===== src/mem_pkg.sv =====
`default_nettype none

package mem_pkg;

	typedef logic [31:0] word_t;

	// byte address, bits 9:2 pick the ram word and the bits above wrap.
	typedef logic [31:0] addr_t;

	localparam int RAM_WORDS = 256;
	typedef logic [7:0] ram_index_t;

	// one word per line.
	localparam int IC_LINES = 16;
	typedef logic [3:0] ic_index_t;
	typedef logic [3:0] ic_tag_t;

	// bit positions in the arbiter request and acknowledge vectors.
	localparam int MASTER_IC = 0;
	localparam int MASTER_DP = 1;

	typedef struct packed
	{
		addr_t addr;
		word_t wdata;
		logic rd;
		logic wr;
	} bus_cmd_t;

	typedef enum logic [1:0]
	{
		IC_IDLE,
		IC_REQ,
		IC_WAIT,
		IC_RELEASE
	} ic_state_t;

	typedef enum logic [1:0]
	{
		DP_IDLE,
		DP_REQ,
		DP_WAIT,
		DP_RELEASE
	} dp_state_t;

endpackage

`default_nettype wire


===== src/data_port.sv =====
`default_nettype none

module data_port
(
	input wire clk,
	input wire rst_n,
	input wire mem_pkg::addr_t addr,
	input wire rd_req,
	input wire wr_req,
	output logic rw_wait,
	input wire mem_pkg::word_t wr_data,
	output mem_pkg::word_t rd_data,
	output logic bus_req,
	input wire bus_ack,
	output mem_pkg::bus_cmd_t bus_cmd,
	input wire mem_pkg::word_t bus_rdata,
	input wire bus_ready
);
	import mem_pkg::*;

	dp_state_t state;
	logic active;
	logic done;

	addr_t cmd_addr;
	word_t cmd_wdata;
	logic cmd_rd;
	logic cmd_wr;
	word_t rdata_q;

	assign active = rd_req || wr_req;
	assign done = (state == DP_WAIT) && bus_ack && bus_ready;

	assign rw_wait = active && !done;
	assign rd_data = done ? bus_rdata : rdata_q;

	assign bus_req = (state == DP_REQ) || (state == DP_WAIT) ||
		((state == DP_IDLE) && active);

	assign bus_cmd = '{addr: cmd_addr, wdata: cmd_wdata, rd: cmd_rd, wr: cmd_wr};

	always_ff @(posedge clk)
	begin
		if (!rst_n)
		begin
			state <= DP_IDLE;
			cmd_rd <= 1'b0;
			cmd_wr <= 1'b0;
		end
		else
		begin
			cmd_rd <= 1'b0;
			cmd_wr <= 1'b0;
			case (state)
				DP_IDLE:
					if (active)
						state <= DP_REQ;
				DP_REQ:
					if (bus_ack)
					begin
						cmd_rd <= rd_req;
						cmd_wr <= wr_req;
						state <= DP_WAIT;
					end
				DP_WAIT:
					if (done)
						state <= DP_RELEASE;
				DP_RELEASE:
					if (!bus_ack)
						state <= DP_IDLE;
				default:
					state <= DP_IDLE;
			endcase
		end
	end

	always_ff @(posedge clk)
	begin
		if ((state == DP_REQ) && bus_ack)
		begin
			cmd_addr <= addr;
			cmd_wdata <= wr_data;
		end
		if (done)
			rdata_q <= bus_rdata;
	end

	a_rd_wr_excl: assert property (@(posedge clk) disable iff (!rst_n)
		!(rd_req && wr_req));

	// the memory stage holds its request until it has completed.
	a_client_hold: assert property (@(posedge clk) disable iff (!rst_n)
		(active && rw_wait) |=> active);

endmodule

`default_nettype wire


===== config.mk =====
export PLATFORM = sky130hd
export DESIGN_NAME = data_port
export DESIGN_NICKNAME = d
export VERILOG_FILES = /design/src/mem_pkg.sv /design/src/data_port.sv
export SDC_FILE = /design/constraint.sdc
export NUM_CORES = 1
export LEC_CHECK = 0
export BUFFER_PORTS_ARGS = -buffer_cell sky130_fd_sc_hd__buf_2
export CAP_MARGIN = 20
export CORE_MARGIN = 1
export CORE_UTILIZATION = 42
export DETAILED_ROUTE_END_ITERATION = 10
export GPL_TIMING_DRIVEN = 0
export PLACE_DENSITY_LB_ADDON = 0.15
export SLEW_MARGIN = 20
export SYNTH_ARGS = -nofsm -noshare
export SYNTH_HDL_FRONTEND = slang
export SYNTH_SLANG_ARGS = --single-unit

===== constraint.sdc =====
create_clock -name clk -period 2.35 [get_ports clk]
set_clock_uncertainty 0.05 [all_clocks]
set_input_delay 0.235 -clock clk [delete_from_list [all_inputs] [get_ports clk]]
set_output_delay 0.235 -clock clk [all_outputs]
set_load 0.01 [all_outputs]

==> out/summary.txt <==
DETAILED ROUTING
--------------------------------------------------------------------------------------------------
Post-Route WL                                                                              7840 µm
Average wire length per cell after detail routing                                          14.5 µm
Met1 WL                                                                                    2900 µm
DRT iter0 DRCs                                                                                  66
Detailed-route DRC error count                                                                   0
Met2 WL post-DR                                                                            4120 µm
First-pass iteration count of the detailed router                                                4
Detail-routed via count per cell                                                              4.44
Top Layer Used                                                                                met4
Routed Antenna Nets                                                                              0
DR WL met3                                                                                  589 µm
Vias                                                                                          2395

GLOBAL ROUTE
--------------------------------------------------------------------------------------------------
Antenna violations before repair                                                                 0
Total gr overflow                                                                                0
All-layer global routing usage                                                               19.5%
Vias in the first global route                                                                2503
Global-route wire length before repair                                                    12000 µm
Largest net degree at the start of global routing                                               67

WORST HOLD PATH
--------------------------------------------------------------------------------------------------
Endpoint with the worst hold slack                                                    rdata_q[11]$_DFF_P_
Min-delay src                                                                         bus_rdata[11]
Hold-critical path depth                                                                         2
Hold WC Path Type                                                                     input pin to flip-flop

CRITICAL PATH
--------------------------------------------------------------------------------------------------
Worst endpoint required time                                                               2.07 ns
Critical path arrival                                                                      1.95 ns
End of the worst register-to-register path                                            cmd_addr[10]$_DFFE_PP_
Crit path max fanout                                                                            10
Worst setup EP type                                                                    output port
Start-to-end type of the worst setup path                                             flip-flop to output port
Critical register-to-register path startpoint                                         state[1]$_SDFFE_PN0P_
Flop2flop setup slack                                                                      0.57 ns
Launching element type of the critical path                                              flip-flop
Path depth of the worst reg2reg path                                                             3

YOSYS
--------------------------------------------------------------------------------------------------
Post-synthesis cell type count                                                                  19
Ys flop type                                                                              edfxtp_1
Net Count, Synth                                                                               267
Mapped Avg Cell Area                                                                      20.3 µm²
Summed instance area of the synthesized netlist                                           3250 µm²
Number of cells produced by synthesis                                                          160
Fraction of post-synthesis cell area in the top cell type by area                            59.2%
EDFF count, synth                                                                               64
Total number of yosys warnings                                                                   0
Share of synthesized registers carrying an async set or reset                                   0%
Most instantiated cells after synthesis                                               edfxtp_1 (64), dfxtp_1 (36), mux2_2 (32), ha_1 (5)
Most frequent cell after synthesis                                                        edfxtp_1
Cells taking the most area after synthesis                                            edfxtp_1 (59%), dfxtp_1 (22%), mux2_2 (11%), ha_1 (1.9%), buf_6 (1.0%)
Flops & latches, synth                                                                         100
Sequential fraction of the synthesis area                                                    81.4%
Cell taking the most area after synthesis                                                 edfxtp_1

CTS
--------------------------------------------------------------------------------------------------
Clock tree sinks                                                                               100
Clock transition time at the flip-flop clock pins of the worst setup and hold paths        0.10 ns
Clock Tree Buf Depth                                                                             2
Number of CTS-inserted buffers                                                                   9
Clock tree from TritonCTS                                                                    built
Root buffer cell                                                                          clkbuf_8
Clock latency at the later pin of the worst-skew pair                                      0.35 ns
H-tree level count                                                                               3

PLACED DESIGN
--------------------------------------------------------------------------------------------------
Count of input and output buffers                                                              201
Weighted congestion at the end of routability-driven global placement                        0.702

POWER
--------------------------------------------------------------------------------------------------
Areal power density over the cells                                                      961 nW/µm²
Leakage power summed over all cells                                                     0.00234 µW
Peak supply drop                                                                            650 µV

FLOORPLAN
--------------------------------------------------------------------------------------------------
Full die area                                                                             8080 µm²
Floorplan row count                                                                             31
Placeable core area                                                                       7370 µm²
Boundary pin count                                                                             202
Starting density of the core                                                                 44.0%
Vertical die dimension                                                                     89.9 µm
Die width                                                                                  89.9 µm

RUN
--------------------------------------------------------------------------------------------------
Count of max-cap constraint violations                                                           0

STA
--------------------------------------------------------------------------------------------------
Tightest Pin Transition                                                                   0.820 ns
Time the worst path needs with I/O delays and setup                                        2.23 ns
Sum of negative setup slack                                                                   0 ns
Number of slew-limit violations in the final report                                              0
Period utilization                                                                           95.0%
Final setup violation count                                                                      0
FMAX                                                                                       448 MHz
Rel. slew slack                                                                              45.4%
Setup repair after global routing missed its margin                                          false
Fin. Hold Viols                                                                                  0

STATUS
--------------------------------------------------------------------------------------------------
Run status                                                                            finished clean

LAYOUT
--------------------------------------------------------------------------------------------------
Layout Area Growth over Synthesis                                                            60.9%
Utilization after layout                                                                     70.9%
Diodes inserted                                                                                  0
Net count, final                                                                               543
Number of filler cells placed in the layout                                                    531
Layout cell share with drive strength beyond 1                                               58.5%

final cells by class:
cell class              count  area, µm²  area share, %
clock buffers               9        124           2.37
flip-flops and latches    100       2640           50.6
clock inverters             7       75.1           1.44
repair buffers            265       1650           31.5
multi-input cells          53        556           10.6
inverters                   2       7.51          0.144
well taps                  99        124           2.37
plain buffers               5       48.8          0.934
layout by cell type, fill, tap and decap left out, types with 2 or more instances in the layout:
cell / Yosys / routed
mux2_2: 32 / 32
o21a_1: 2 / 2
dlygate4sd3_1: 0 / 64
buf_6: 3 / 3
clkinvlp_4: 0 / 2
buf_2: 0 / 201
nand2_1: 3 / 3
dfxtp_1: 36 / 36
ha_1: 5 / 5
inv_1: 2 / 2
clkinv_2: 0 / 2
clkbuf_8: 0 / 9
buf_4: 2 / 2
edfxtp_1: 64 / 64
and3_1: 2 / 2
worst max-delay path by stage:
stage                          startpoint                       to  slack, ns  cells past startpoint
floorplan           state[1]$_SDFFE_PN0P_    cmd_addr[0]$_DFFE_PP_       0.48                      3
CTS                 state[0]$_SDFFE_PN0P_               rd_data[5]       0.05                      6
global route        state[0]$_SDFFE_PN0P_               rd_data[5]       0.02                      6
detailed placement  state[0]$_SDFFE_PN0P_               rd_data[5]       0.47                      6
finish              state[0]$_SDFFE_PN0P_               rd_data[5]       0.12                      6
global placement    state[1]$_SDFFE_PN0P_  cmd_wdata[15]$_DFFE_PP_       0.15                      3
worst max-delay path, cell delays in order, from the launching register on:
cell and delay (ns):
dfxtp_1 0.41, inv_1 0.10, ha_1 0.27, nand3_4 0.15, buf_6 0.17, mux2_2 0.35, buf_2 0.15
power breakdown:
group | switching (µW) | internal (µW)
Combinational | 731 | 701
Clock | 595 | 500
Sequential | 111 | 2380
metal layers:
layer / GRT usage [%] / up-vias
li1: - / 1143
met4: 10.5 / 0
met3: 5.08 / 22
met2: 35.8 / 130
met1: 20.4 / 1100
met5: 0 / -
stage by stage:
step                      cell area, µm²  worst slack (ns)  std cells  total power [µW]  hold slack (ns)
final                               5220             0.117        540              5020           0.0622
after global routing                5220            0.0235        540              5270           0.0502
after CTS                           5210            0.0522        539              5060          0.00217
after detailed placement            4380             0.470        460              3880            0.363
after global placement              4380             0.151        460              3840            0.362
after floorplan                     3250             0.483        160              3270            0.284
registers in the layout (all words and copies together) (netlist names):
name,count
cmd_addr,32
cmd_wdata,32
rdata_q,32
state,2
cmd_rd,1
cmd_wr,1
kinds of logic after synthesis:
logic type,after synthesis,synth area share (%)
and+or+nand+nor,9,1.70
DFF,100,81.4
buffers and inverters,7,1.73
muxes,34,11.9
AOI/OAI and AO/OA,5,1.35
adders and majority gates,5,1.93
repair_timing:
action / in CTS / in global routing
endpoints found under the setup margin: 0 / 15
hold buffers: 63 / 1
gates resized for setup: 0 / 1
buffers inserted: 0 / 0
hold endpoints to repair: 63 / 1
Note: power is estimated with default switching activity, not from simulation.
