$ cat src/mem_pkg.sv
`default_nettype none

package mem_pkg;

	typedef logic [31:0] word_t;

	// byte address, bits 9:2 pick the ram word and the bits above wrap.
	typedef logic [31:0] addr_t;

	localparam int RAM_WORDS = 256;
	typedef logic [7:0] ram_index_t;

	// one word per line.
	localparam int IC_LINES = 16;
	typedef logic [3:0] ic_index_t;
	typedef logic [3:0] ic_tag_t;

	// bit positions in the arbiter request and acknowledge vectors.
	localparam int MASTER_IC = 0;
	localparam int MASTER_DP = 1;

	typedef struct packed
	{
		addr_t addr;
		word_t wdata;
		logic rd;
		logic wr;
	} bus_cmd_t;

	typedef enum logic [1:0]
	{
		IC_IDLE,
		IC_REQ,
		IC_WAIT,
		IC_RELEASE
	} ic_state_t;

	typedef enum logic [1:0]
	{
		DP_IDLE,
		DP_REQ,
		DP_WAIT,
		DP_RELEASE
	} dp_state_t;

endpackage

`default_nettype wire

$ cat src/inst_cache.sv
`default_nettype none

module inst_cache
(
	input wire clk,
	input wire rst_n,
	input wire rd_req,
	input wire mem_pkg::addr_t rd_addr,
	output logic rd_wait,
	output mem_pkg::word_t rd_data,
	output logic bus_req,
	input wire bus_ack,
	output mem_pkg::bus_cmd_t bus_cmd,
	input wire mem_pkg::word_t bus_rdata,
	input wire bus_ready
);
	import mem_pkg::*;

	ic_state_t state;

	logic [IC_LINES-1:0] valid;
	ic_tag_t tags [IC_LINES];
	word_t lines [IC_LINES];

	ic_index_t idx;
	ic_tag_t tag;
	logic hit;
	logic fill_done;

	addr_t fill_addr;
	logic fill_rd;

	assign idx = rd_addr[5:2];
	assign tag = rd_addr[9:6];
	assign hit = valid[idx] && (tags[idx] == tag);
	assign fill_done = (state == IC_WAIT) && bus_ack && bus_ready;

	// hits complete in the request cycle and misses when the ram answers.
	assign rd_wait = rd_req && !hit && !fill_done;
	assign rd_data = fill_done ? bus_rdata : lines[idx];

	assign bus_req = (state == IC_REQ) || (state == IC_WAIT) ||
		((state == IC_IDLE) && rd_req && !hit);

	always_comb
	begin
		bus_cmd = '0;
		bus_cmd.addr = fill_addr;
		bus_cmd.rd = fill_rd;
	end

	always_ff @(posedge clk)
	begin
		if (!rst_n)
		begin
			state <= IC_IDLE;
			fill_rd <= 1'b0;
		end
		else
		begin
			fill_rd <= 1'b0;
			case (state)
				IC_IDLE:
					if (rd_req && !hit)
						state <= IC_REQ;
				IC_REQ:
					if (bus_ack)
					begin
						fill_rd <= 1'b1;
						state <= IC_WAIT;
					end
				IC_WAIT:
					if (fill_done)
						state <= IC_RELEASE;
				IC_RELEASE:
					// the next request waits for the grant to fall.
					if (!bus_ack)
						state <= IC_IDLE;
				default:
					state <= IC_IDLE;
			endcase
		end
	end

	always_ff @(posedge clk)
	begin
		if (!rst_n)
			valid <= '0;
		else if (fill_done)
			valid[idx] <= 1'b1;
	end

	always_ff @(posedge clk)
	begin
		if ((state == IC_REQ) && bus_ack)
			fill_addr <= rd_addr;
		if (fill_done)
		begin
			tags[idx] <= tag;
			lines[idx] <= bus_rdata;
		end
	end

	// a pending miss keeps its request up until the ram has answered.
	a_hold_req: assert property (@(posedge clk) disable iff (!rst_n)
		(bus_req && !fill_done) |=> bus_req);

	// the read strobe only goes out under the grant.
	a_read_only: assert property (@(posedge clk) disable iff (!rst_n)
		!bus_cmd.wr && (!bus_cmd.rd || bus_ack));

endmodule

`default_nettype wire

$ cat config.mk
export PLATFORM = sky130hd
export DESIGN_NAME = inst_cache
export DESIGN_NICKNAME = d
export VERILOG_FILES = /design/src/mem_pkg.sv /design/src/inst_cache.sv
export SDC_FILE = /design/constraint.sdc
export NUM_CORES = 1
export LEC_CHECK = 0
export BUFFER_PORTS_ARGS = -buffer_cell sky130_fd_sc_hd__buf_4
export CORE_MARGIN = 10
export CORE_UTILIZATION = 30
export DETAILED_ROUTE_END_ITERATION = 7
export SYNTH_ARGS = -nofsm -noshare
export SYNTH_HDL_FRONTEND = slang
export SYNTH_SLANG_ARGS = --single-unit
export TNS_END_PERCENT = 50
$ cat constraint.sdc
create_clock -name clk -period 5 [get_ports clk]
set_clock_uncertainty 0.1 [all_clocks]
set_input_delay 0.25 -clock clk [delete_from_list [all_inputs] [get_ports clk]]
set_output_delay 0.25 -clock clk [all_outputs]
set_load 0.05 [all_outputs]
==> impl_metrics.env <==
export IMPL_status="finished clean"
export IMPL_die_area_sq_mm=0.0928
export IMPL_drtIter0Drc=947
export IMPL_clock_latency_ns=0.62
export IMPL_synth_edf_count=608
export IMPL_synth_simple_area_share_pct=2.30
export IMPL_dp_slack_ns=1.50
export IMPL_antenna_found_initial=5
export IMPL_regToRegSetupSlack_ns=1.90
export IMPL_drtPass1Iterations=4
export IMPL_drcViolationCount=0
export IMPL_synth_ff_type="edfxtp_1"
export IMPL_drive_gt1_share_pct=33.4
export IMPL_hp_class="in -> reg"
export IMPL_hold_violations=0
export IMPL_synth_warnings=0
export IMPL_clock_root_buffer="clkbuf_16"
export IMPL_vias_per_cell=4.76
export IMPL_cp_data_arrival_time_ns=3.10
export IMPL_clockBufferDepth=3
export IMPL_grt_usage_pct=12.1
export IMPL_grt_overflow=0
export IMPL_cp_end_kind="output pin"
export IMPL_synth_fa_ha_area_share_pct=0.257
export IMPL_grt_use_met3_pct=2.75
export IMPL_yosysUniqueCellTypes=38
export IMPL_drt_wl_total_mm=57.5
export IMPL_layout_nets=1398
export IMPL_fin_ws_ns=1.55
export IMPL_power_density_mw_per_mm2=391
export IMPL_r2r_end="lines[9][8]"
export IMPL_htreeDepth=2
export IMPL_yosys_area_share_xor_xnor_pct=0.0720
export IMPL_crit_family="buffers and inverters"
export IMPL_postSynthCellCount=1092
export IMPL_worst_pin_slew_ns=0.904
export IMPL_max_cap_violations=0
export IMPL_synthTopCellsByArea="edfxtp_1, mux4_2, nand2_1"
export IMPL_rows=104
export IMPL_numCtsBuffers=58
export IMPL_slew_viol_final=0
export IMPL_ys_seq_area_share_pct=76.7
export IMPL_yosys_area_top_type_share_pct=75.1
export IMPL_period_share_pct=69.0
export IMPL_cp_slowest_stage_delay_ns=0.73
export IMPL_cts_tree="yes"
export IMPL_io_buffer_count=135
export IMPL_dp_hpwl_mm=31.3
export IMPL_area_growth_synth_to_final_pct=20.4
export IMPL_grt_pass1_wl_mm=84.5
export IMPL_cp_cell_sequence="buf_6, buf_4, mux4_2, mux4_2, nand2_1, nand2_1, buf_4"
export IMPL_drt_antenna_violating_nets=0
export IMPL_netlist_area_sq_mm=0.0243
export IMPL_cp_required_ns=4.65
export IMPL_core_sq_mm=0.0804
export IMPL_min_delay_start="rd_addr[4]"
export IMPL_tns_ns=0
export IMPL_ir_drop_mv=0.273
export IMPL_grt_most_used_layer="met2"
export IMPL_chipHeight_um=305
export IMPL_rsz0062_at_grt="no"
export IMPL_crit_slowest_cell="buf_4"
export IMPL_r2r_cells=6
export IMPL_max_slew_margin_rel_pct=39.7
export IMPL_met2_usage_pct=20.8
export IMPL_path_clk_slew_ns=0.06
export IMPL_synth_compound_area_share_pct=1.01
export IMPL_p_leak_nw=9.44
export IMPL_synth_top_family_by_area="multiplexers"
export IMPL_cp_depth=7
export IMPL_clock_sinks=627
export IMPL_gp_congestion=0.710
export IMPL_avgSynthCellArea_sq_um=22.3
export IMPL_start_util_pct=30.2
export IMPL_ios=169
export IMPL_fmax_mhz=290
export IMPL_whs_path_depth=1
export IMPL_path_class="in -> out"
export IMPL_ys_async_sr_fraction_pct=0
export IMPL_setup_viol=0
export IMPL_yosys_area_top_type="edfxtp_1"
export IMPL_fill_cells=7325
export IMPL_vias=11615
export IMPL_critPathBufInv=3
export IMPL_crit_fanout=80
export IMPL_ys_ff_latch=627
export IMPL_die_width_um=305
export IMPL_synthMuxAreaShare_pct=17.5
export IMPL_grtUsageMet1_pct=15.3
export IMPL_wl_per_cell_um=23.6
export IMPL_period_minus_slack_ns=3.45
export IMPL_grt_max_degree=81
export IMPL_start_kind="input port"
export IMPL_hold_path_endpoint="fill_addr[4]"
export IMPL_grt_pass1_vias=12421
export IMPL_reg2reg_from="state[0]"
-- kinds of logic (layout without fill, tap and decap cells) --
kind of cell	count (synthesis)	count (layout)
compound gates	33	33
xor+xnor	2	2
fa+ha+maj	5	5
buf+inv	93	343
flops	627	627
mux	194	194
other cells	1	37
simple gates	137	137
-- repair_timing --
item / in CTS / in global routing
setup endpoints to repair: 0 / 0
hold endpoints to repair: 623 / 0
buffers inserted: 0 / 0
gates resized for setup: 0 / 0
hold buffers: 63 / 0
-- worst reg2reg max path, delay by kind of cell (launching register included) --
kind	cells	cell delay (ns)
adder cells (fa/ha/maj)	1	0.23
buffers and inverters	2	0.77
flip-flops	1	0.34
AND/OR/NAND/NOR	3	1.25
-- final cells by class --
class	count	area, sq um	area share, %
flip-flops and latches	627	18600	63.7
multi-input cells	404	5380	18.4
repair buffers	228	2030	6.94
clock buffers	67	1510	5.15
well taps	1060	1330	4.53
clock inverters	43	368	1.26
inverters	5	18.8	0.0641
diodes	4	10.0	0.0342
-- how the worst max path moves through the flow --
stage                from           to  slack (ns)
2_1_floorplan  rd_addr[3]  lines[0][0]        0.44
3_3_place_gp   rd_addr[3]   rd_data[0]        1.47
3_5_place_dp   rd_addr[3]  rd_data[20]        1.50
4_1_cts        rd_addr[3]  rd_data[20]        1.51
5_1_grt        rd_addr[3]  rd_data[20]        1.40
6_report       rd_addr[3]   rd_data[0]        1.55
-- layer usage --
| layer | wire length (um) | vias up | part of all wire (%) |
|---|---|---|---|
| met1 | 23600 | 6215 | 41 |
| li1 | - | 4939 | - |
| met3 | 3540 | 89 | 6.2 |
| met4 | 1190 | 4 | 2.1 |
| met5 | 27 | - | 0.047 |
| met2 | 29200 | 368 | 51 |
-- registers in the layout, indices dropped and copies added (netlist names) --
signal	cells
fill_addr	32
tags	64
state	2
valid	16
fill_rd	1
lines	512
-- where the power goes --
group	switching [W]	internal [W]	total, W
clock network	0.00192	0.00242	0.00434
registers	0.0000233	0.00584	0.00586
logic	0.000813	0.000414	0.00123
-- cell usage in the layout (no fill, tap or decap), types with 15 or more instances in the layout --
cell type,netlist,final
o21a_1,17,17
nand2_1,104,104
conb_1,1,33
mux4_2,184,184
dfxtp_1,19,19
dlygate4sd3_1,0,63
buf_4,35,151
clkbuf_16,0,59
clkinv_1,0,15
edfxtp_1,608,608
-- cells in the mapped netlist (all sizes together), types with 2 or more instances --
cell	instances
mux2i	6
dfxtp	19
o21a	17
a22oi	2
and2	2
edfxtp	608
nand3	3
a211oi	2
mux4	184
clkbuf	24
o21ai	2
nand3b	2
nand2b	3
inv	5
nor2	13
nor3	4
nand2	104
and3	2
ha	5
buf	64
o22ai	3
mux2	4
-- stage by stage --
step | hold slack (ns) | cells | utilization, % | total power, W | area (sq um)
2_1_floorplan | 0.249 | 1124 | - | 0.00678 | 24400
3_3_place_gp | 0.329 | 2261 | 33.3 | 0.00716 | 26800
3_5_place_dp | 0.330 | 2261 | 33.3 | 0.00718 | 26800
4_1_cts | 0.00841 | 2434 | 36.4 | 0.0116 | 29300
5_1_grt | 0.0215 | 2436 | 36.4 | 0.0118 | 29300
6_report | 0.0258 | 2438 | 36.4 | 0.0114 | 29300
(Power assumes the default switching activity.)
