### config.mk
export PLATFORM = sky130hd
export DESIGN_NAME = bus_arbiter
export DESIGN_NICKNAME = d
export VERILOG_FILES = /design/src/mem_pkg.sv /design/src/bus_arbiter.sv
export SDC_FILE = /design/constraint.sdc
export NUM_CORES = 1
export LEC_CHECK = 0
export ABC_AREA = 0
export ABC_CLOCK_PERIOD_IN_PS = 2900
export BUFFER_PORTS_ARGS = -buffer_cell sky130_fd_sc_hd__buf_4
export CAP_MARGIN = 20
export CORE_AREA = 2 2 79 81
export CTS_CLUSTER_SIZE = 10
export DETAILED_ROUTE_END_ITERATION = 8
export DIE_AREA = 0 0 81 83
export PLACE_DENSITY = 0.55
export SYNTH_ARGS = -nofsm -noshare
export SYNTH_HDL_FRONTEND = slang
export SYNTH_SLANG_ARGS = --single-unit
### constraint.sdc
create_clock -name clk -period 2.9 [get_ports clk]
set_clock_uncertainty 0.15 [all_clocks]
set_input_delay 0.58 -clock clk [delete_from_list [all_inputs] [get_ports clk]]
set_output_delay 0.58 -clock clk [all_outputs]
set_load 0.005 [all_outputs]
### src/mem_pkg.sv
`default_nettype none

package mem_pkg;

	typedef logic [31:0] word_t;

	// byte address, bits 9:2 pick the ram word and the bits above wrap.
	typedef logic [31:0] addr_t;

	localparam int RAM_WORDS = 256;
	typedef logic [7:0] ram_index_t;

	// one word per line.
	localparam int IC_LINES = 16;
	typedef logic [3:0] ic_index_t;
	typedef logic [3:0] ic_tag_t;

	// bit positions in the arbiter request and acknowledge vectors.
	localparam int MASTER_IC = 0;
	localparam int MASTER_DP = 1;

	typedef struct packed
	{
		addr_t addr;
		word_t wdata;
		logic rd;
		logic wr;
	} bus_cmd_t;

	typedef enum logic [1:0]
	{
		IC_IDLE,
		IC_REQ,
		IC_WAIT,
		IC_RELEASE
	} ic_state_t;

	typedef enum logic [1:0]
	{
		DP_IDLE,
		DP_REQ,
		DP_WAIT,
		DP_RELEASE
	} dp_state_t;

endpackage

`default_nettype wire

### src/bus_arbiter.sv
`default_nettype none

module bus_arbiter
(
	input wire clk,
	input wire rst_n,
	input wire [1:0] req,
	output logic [1:0] ack,
	input wire mem_pkg::bus_cmd_t cmd_ic,
	input wire mem_pkg::bus_cmd_t cmd_dp,
	output mem_pkg::bus_cmd_t cmd
);
	import mem_pkg::*;

	logic [1:0] ack_next;

	// a new grant only once the previous one has fallen and with the data port first.
	always_comb
	begin
		ack_next = ack;
		if (ack == 2'b00)
		begin
			if (req[MASTER_DP])
				ack_next[MASTER_DP] = 1'b1;
			else if (req[MASTER_IC])
				ack_next[MASTER_IC] = 1'b1;
		end
		else if ((req & ack) == 2'b00)
			ack_next = 2'b00;
	end

	always_ff @(posedge clk)
	begin
		if (!rst_n)
			ack <= 2'b00;
		else
			ack <= ack_next;
	end

	always_comb
	begin
		if (ack[MASTER_DP])
			cmd = cmd_dp;
		else if (ack[MASTER_IC])
			cmd = cmd_ic;
		else
			cmd = '0;
	end

	a_ack_onehot: assert property (@(posedge clk) disable iff (!rst_n)
		$onehot0(ack));

endmodule

`default_nettype wire

==> results of run 1 <==
==> worst paths after layout <==
path         cells past startpoint  slack, ns       to
max                              3       0.60  cmd[59]
min                              2       0.36   ack[0]
max reg2reg                      3       1.44   ack[0]
min reg2reg                      2       0.36   ack[0]
==> cell type report <==
cell class	instances	share of cell area, %
Tap cell	75	3.99
Multi-Input combinational cell	73	26.8
Clock buffer	3	1.76
Timing Repair Buffer	206	65.7
Sequential cell	2	1.76
==> power breakdown <==
group	switching [mW]	internal, mW
clock	0.0208	0.0877
combinational	0.115	0.244
sequential	0.00179	0.0298
total	0.137	0.362
==> metal layers <==
metal	GRT usage (%)	wire, um	up-vias
met1	14.8	1770	696
met4	2.31	12	0
met2	25.8	2700	110
met5	0	0	-
li1	-	-	781
met3	3.91	669	2
==> cells in the mapped netlist <==
cell       instances
nor3b_1            1
buf_6              4
dfxtp_1            2
buf_2              7
nand2_1            1
a22o_1            66
clkbuf_1           3
nor2b_4            1
a21oi_1            2
nand4bb_1          1
buf_4              1
o21ai_0            1
==> per-stage QoR <==
step	cells	util [%]
finish	359	40.4
global route	359	40.4
CTS	359	40.4
detailed placement	356	39.7
global placement	356	39.7
floorplan	90	-
==> cells by family after synthesis <==
kind of cell / count (synthesis) / share of synthesized area [%]
and+or+nand+nor: 4 / 4.72
AOI/OAI and AO/OA: 69 / 77.2
buffers and inverters: 15 / 12.9
DFF: 2 / 5.21
==> worst min-delay path, stage by stage (launching register included) <==
cell	delay (ns)
dfxtp_1	0.32
nand2_1	0.06
o21ai_0	0.07
==> cells in the final DEF, fill, tap and decap left out <==
cell type,count
a22o_1,66
nand4bb_1,1
o21ai_0,1
a21oi_1,2
dfxtp_1,1
buf_4,206
dfxtp_2,1
clkbuf_8,3
nor2b_4,1
nor3b_1,1
nand2_1,1
==> impl_results.md, run 1 <==
* Residual DRC count at 0
* Mean Syn Cell Area at 8.54 um^2
* Setup tns final at 0 ns
* Num CTS Buffers at 3
* Initial antenna violation count at 0
* Routed WL at 5160 um
* Register area at 41.3 um^2
* Number of global-route vias before repair at 1,528
* Synth warn at 0
* Global placement routability congestion at 0.708
* Syn Nets at 226
* Part of the Yosys area used for sequential elements at 5.21%
* Drt first-iter violations at 41
* Total power at 0.499 mW
* Ranking of synthesized cells by area: a22o_1 75%, buf_6 5.9%, dfxtp_1 5.2%
* Crit path kind: register to output port
* Via/cell ratio at 4.43
* Largest net degree at the start of global routing at 70
* Cts repair resizes at 0
* Worst hold margin at 0.362 ns
* CP Launch Type: register
* Worst-skew pair later-pin latency at 0.21 ns
* PwrDens at 212 nW/um^2
* Worst Setup SP: ack[1]
* GRT Total Usage at 13.6%
* Setup crit end kind: output port
* Most flops, register: ack
* HP Start: ack[0]
* Status: complete, no violations
* Max FFs per register at 2
* Slowest CP cell: buf_4
* Synth top area share at 75.2%
* Initial Util at 13.2%
* Period utilization at 79.2%
* Antenna cell count at 0
* Routed Antenna Nets at 0
* Hold Buf Count CTS at 0
* Final hold vios at 0
* Critical Path RT at 2.17 ns
* CP most frequent cell: buf_4
* Crit-path cells: buf_4 > a22o_1 > buf_4
* WP data arrival at 1.57 ns
* Port Buf Inserts at 203
* Peak per-stage delay on the critical path at 0.55 ns
* Syn Std Cell Area at 768 um^2
* Worst Path Max Fanout at 69
* Site Rows at 28
* Area grow syn2layout at 206%
* Root buffer cell: clkbuf_8
* Number of synthesized register bits at 2
* Post-route minimum period at 2.30 ns
* H-tree levels at 1
* Reg2Reg Launch Point: ack[1]
* Area leader, netlist: a22o_1
* CTS Sinks at 2
* Gr ovfl total at 0
* Area of the core at 5820 um^2
* Area of the multi-input gates at 629 um^2
* Die area at 6720 um^2
* Hold/Removal Path Class: register to register
* Max Freq at 0.436 GHz
* Count of final setup violators at 0
* Family with the most delay on the worst path: buffers and inverters
* Max VDD drop at 164 uV
* Leakage at 1.30 nW
* Setup bufs post-CTS at 0
* Clock transition at path regs at 0.03 ns
* Slew headroom at 52.3%
* Placed inst area at 2310 um^2
* Syn Inst Count at 90
* RSZ-0062 raised after global routing: no
* IO Pins at 204
* Fillers at 598
* Share of cells above drive strength 1 at 74.3%
* Slack of the critical path at 0.604 ns
* Count of cell types in the netlist at 12
* Worst Path Buf+Inv at 2
* First-pass GRT wire length at 7420 um
* Final nets at 422
* CTS Buffer Depth at 2
* DR pass1 iterations at 4
* Wirelength per Cell at 14.4 um
* CTS tree: yes
* Max Slew Vio Count at 0
* Chip Height at 83 um
* Max cap viols at 0
* Pre-CTS setup slack at 0.854 ns
* Worst slew pin tran at 0.716 ns
* Biggest regs: ack (2)
* DIE WIDTH at 81 um
* Vias at 1,589
* Final Instance Area at 2350 um^2
No activity file was read; power rests on OpenSTA's default activity.
==> run 2: changes to the inputs <==
--- a/config.mk
+++ b/config.mk
@@ -6,14 +6,14 @@
 export NUM_CORES = 1
 export LEC_CHECK = 0
 export ABC_AREA = 0
-export ABC_CLOCK_PERIOD_IN_PS = 2900
+export ABC_CLOCK_PERIOD_IN_PS = 1900
 export BUFFER_PORTS_ARGS = -buffer_cell sky130_fd_sc_hd__buf_4
 export CAP_MARGIN = 20
 export CORE_AREA = 2 2 79 81
 export CTS_CLUSTER_SIZE = 10
 export DETAILED_ROUTE_END_ITERATION = 8
 export DIE_AREA = 0 0 81 83
-export PLACE_DENSITY = 0.55
+export PLACE_DENSITY = 0.57
 export SYNTH_ARGS = -nofsm -noshare
 export SYNTH_HDL_FRONTEND = slang
 export SYNTH_SLANG_ARGS = --single-unit
==> constraint.sdc (replaced) <==
create_clock -name clk -period 1.9 [get_ports clk]
set_clock_uncertainty 0.15 [all_clocks]
set_input_delay 0.38 -clock clk [delete_from_list [all_inputs] [get_ports clk]]
set_output_delay 0.38 -clock clk [all_outputs]
set_load 0.005 [all_outputs]
==> impl_results.md, run 2 (same netlist as run 1, synthesis figures left out) <==
* GRT Total Usage at 13.2% (-0.48 points)
* Residual DRC count at 0 (unchanged)
* Crit path kind: register to output port
* Port Buf Inserts at 203 (unchanged)
* Critical Path RT at 1.37 ns (-0.80 ns)
* Worst Path Buf+Inv at 3 (+1)
* Via/cell ratio at 4.46 (+0.70%)
* Root buffer cell: clkbuf_8
* Max Freq at 0.548 GHz
* Worst-skew pair later-pin latency at 0.21 ns (about the same)
* Leakage at 1.34 nW (+3.2%)
* Setup crit end kind: output port
* Max Slew Vio Count at 0 (unchanged)
* Count of final setup violators at 0 (unchanged)
* WP data arrival at 1.29 ns (-0.28 ns)
* Status: complete, no violations
* Setup tns final at 0 ns (unchanged)
* CTS Buffer Depth at 2 (unchanged)
* Area of the multi-input gates at 629 um^2 (unchanged)
* Initial antenna violation count at 0 (unchanged)
* First-pass GRT wire length at 7280 um (-2.0%)
* Drt first-iter violations at 41 (unchanged)
* Global placement routability congestion at 0.767 (+8.3%)
* Slew headroom at 74.9% (+23 points)
* Site Rows at 28 (unchanged)
* Reg2Reg Launch Point: ack[0]
* CTS Sinks at 2 (unchanged)
* Largest net degree at the start of global routing at 38 (-46%)
* IO Pins at 204 (unchanged)
* Area of the core at 5820 um^2 (unchanged)
* Chip Height at 83 um (unchanged)
* DIE WIDTH at 81 um (unchanged)
* Max VDD drop at 257 uV (+57%)
* HP Start: rst_n
* Placed inst area at 2340 um^2 (+1.4%)
* Dpl cells at 357 (+0.28%)
* Worst slew pin tran at 0.376 ns (-0.340 ns)
* Non-Filler Instances at 363 (+1.1%)
* CP Launch Type: register
* Area grow syn2layout at 220%
* Final Instance Area at 2460 um^2 (+4.4%)
* Post-DP HPWL at 4070 um
* Share of cells above drive strength 1 at 75.0% (+0.70 points)
* Number of global-route vias before repair at 1,557 (+1.9%)
* Worst Path Max Fanout at 17 (-75%)
* Register area at 42.5 um^2 (+3.0%)
* Most frequent cells in the layout: 205 x buf_4, 66 x a22o_1, 3 x clkbuf_8, 3 x buf_12
* Hold/Removal Path Class: input port to register
* Slowest CP cell: dfxtp_2
* Initial Util at 13.2% (unchanged)
* Util after Layout at 42.2% (+1.8 points)
* Worst Setup SP: ack[0]
* Reg2Reg Setup Slack at 0.67 ns (-0.77 ns)
* Antenna cell count at 0 (unchanged)
* Crit-path cells: nor2b_4 > buf_12 > clkbuf_16 > a22o_1 > buf_4
* H-tree levels at 1 (unchanged)
* Fillers at 603 (+0.84%)
* Die area at 6720 um^2 (unchanged)
* Family with the most delay on the worst path: buffers and inverters
* Final nets at 426 (+0.95%)
* Max cap viols at 0 (unchanged)
* Routed Antenna Nets at 0 (unchanged)
* PwrDens at 324 nW/um^2 (+53%)
* Routed WL at 5210 um (+0.93%)
* Commonest non-fill, non-tap cell in the layout: buf_4
* Clock transition at path regs at 0.03 ns (about the same)
* Period utilization at 96.0%
* DR pass1 iterations at 4 (unchanged)
* Wirelength per Cell at 14.3 um (-0.18%)
* Num CTS Buffers at 3 (unchanged)
* Total power at 0.795 mW (+59%)
* RSZ-0062 raised after global routing: no
* Max FFs per register at 2 (unchanged)
* Post-route minimum period at 1.82 ns
* Vias at 1,618 (+1.8%)
* Gr ovfl total at 0 (unchanged)
* Most flops, register: ack
* Peak per-stage delay on the critical path at 0.32 ns (-0.23 ns)
* CTS tree: yes
* Biggest regs: ack (2)
* Final hold vios at 0 (unchanged)
## run 2: cell types whose count changed in the layout (fill, tap and decap cells not counted)
cell       before  now
buf_12          0    3
buf_4         206  205
clkbuf_16       0    2
dfxtp_1         1    0
dfxtp_2         1    2
## run 2: final timing paths
path,depth (start not counted),endpoint
worst min register to register,2,ack[0]
worst min-delay path,3,ack[0]
worst max-delay path,5,cmd[7]
worst max register to register,4,ack[1]
## run 2: cell type report
class	instances	area share [%]
clock buffers	3	1.68
well taps	75	3.82
repair buffers	210	67.1
multi-input cells	73	25.6
flip-flops and latches	2	1.73
## run 2: stage by stage
stage               hold WS (ns)  setup WS (ns)
floorplan                  0.328          0.390
global placement           0.339          0.302
detailed placement         0.343          0.296
CTS                        0.289         0.0559
global route               0.309         0.0308
finish                     0.298         0.0766
## run 2: worst reg2reg max path: stages (launching register included)
cell	delay (ns)
dfxtp_2	0.32
nor2b_4	0.13
buf_12	0.13
clkbuf_16	0.17
nor3b_1	0.22
## run 2: repair_timing
item                       CTS  global route
hold buffers                 0             0
resized for setup            0             1
setup endpoints to repair    0             1
buffers inserted             0             1
## run 2: report_power, final
part / switching (mW) / internal (mW)
Clock: 0.0364 / 0.134
Sequential: 0.00313 / 0.0458
Combinational: 0.181 / 0.395
Total: 0.220 / 0.575
## run 2: metal layers
metal / vias up / share of wire (%) / GRT usage [%]
li1: 790 / - / -
met1: 731 / 35 / 14.1
met2: 90 / 55 / 25.8
met3: 7 / 9.2 / 1.85
met4: 0 / 1.1 / 3.24
met5: - / 0 / 0
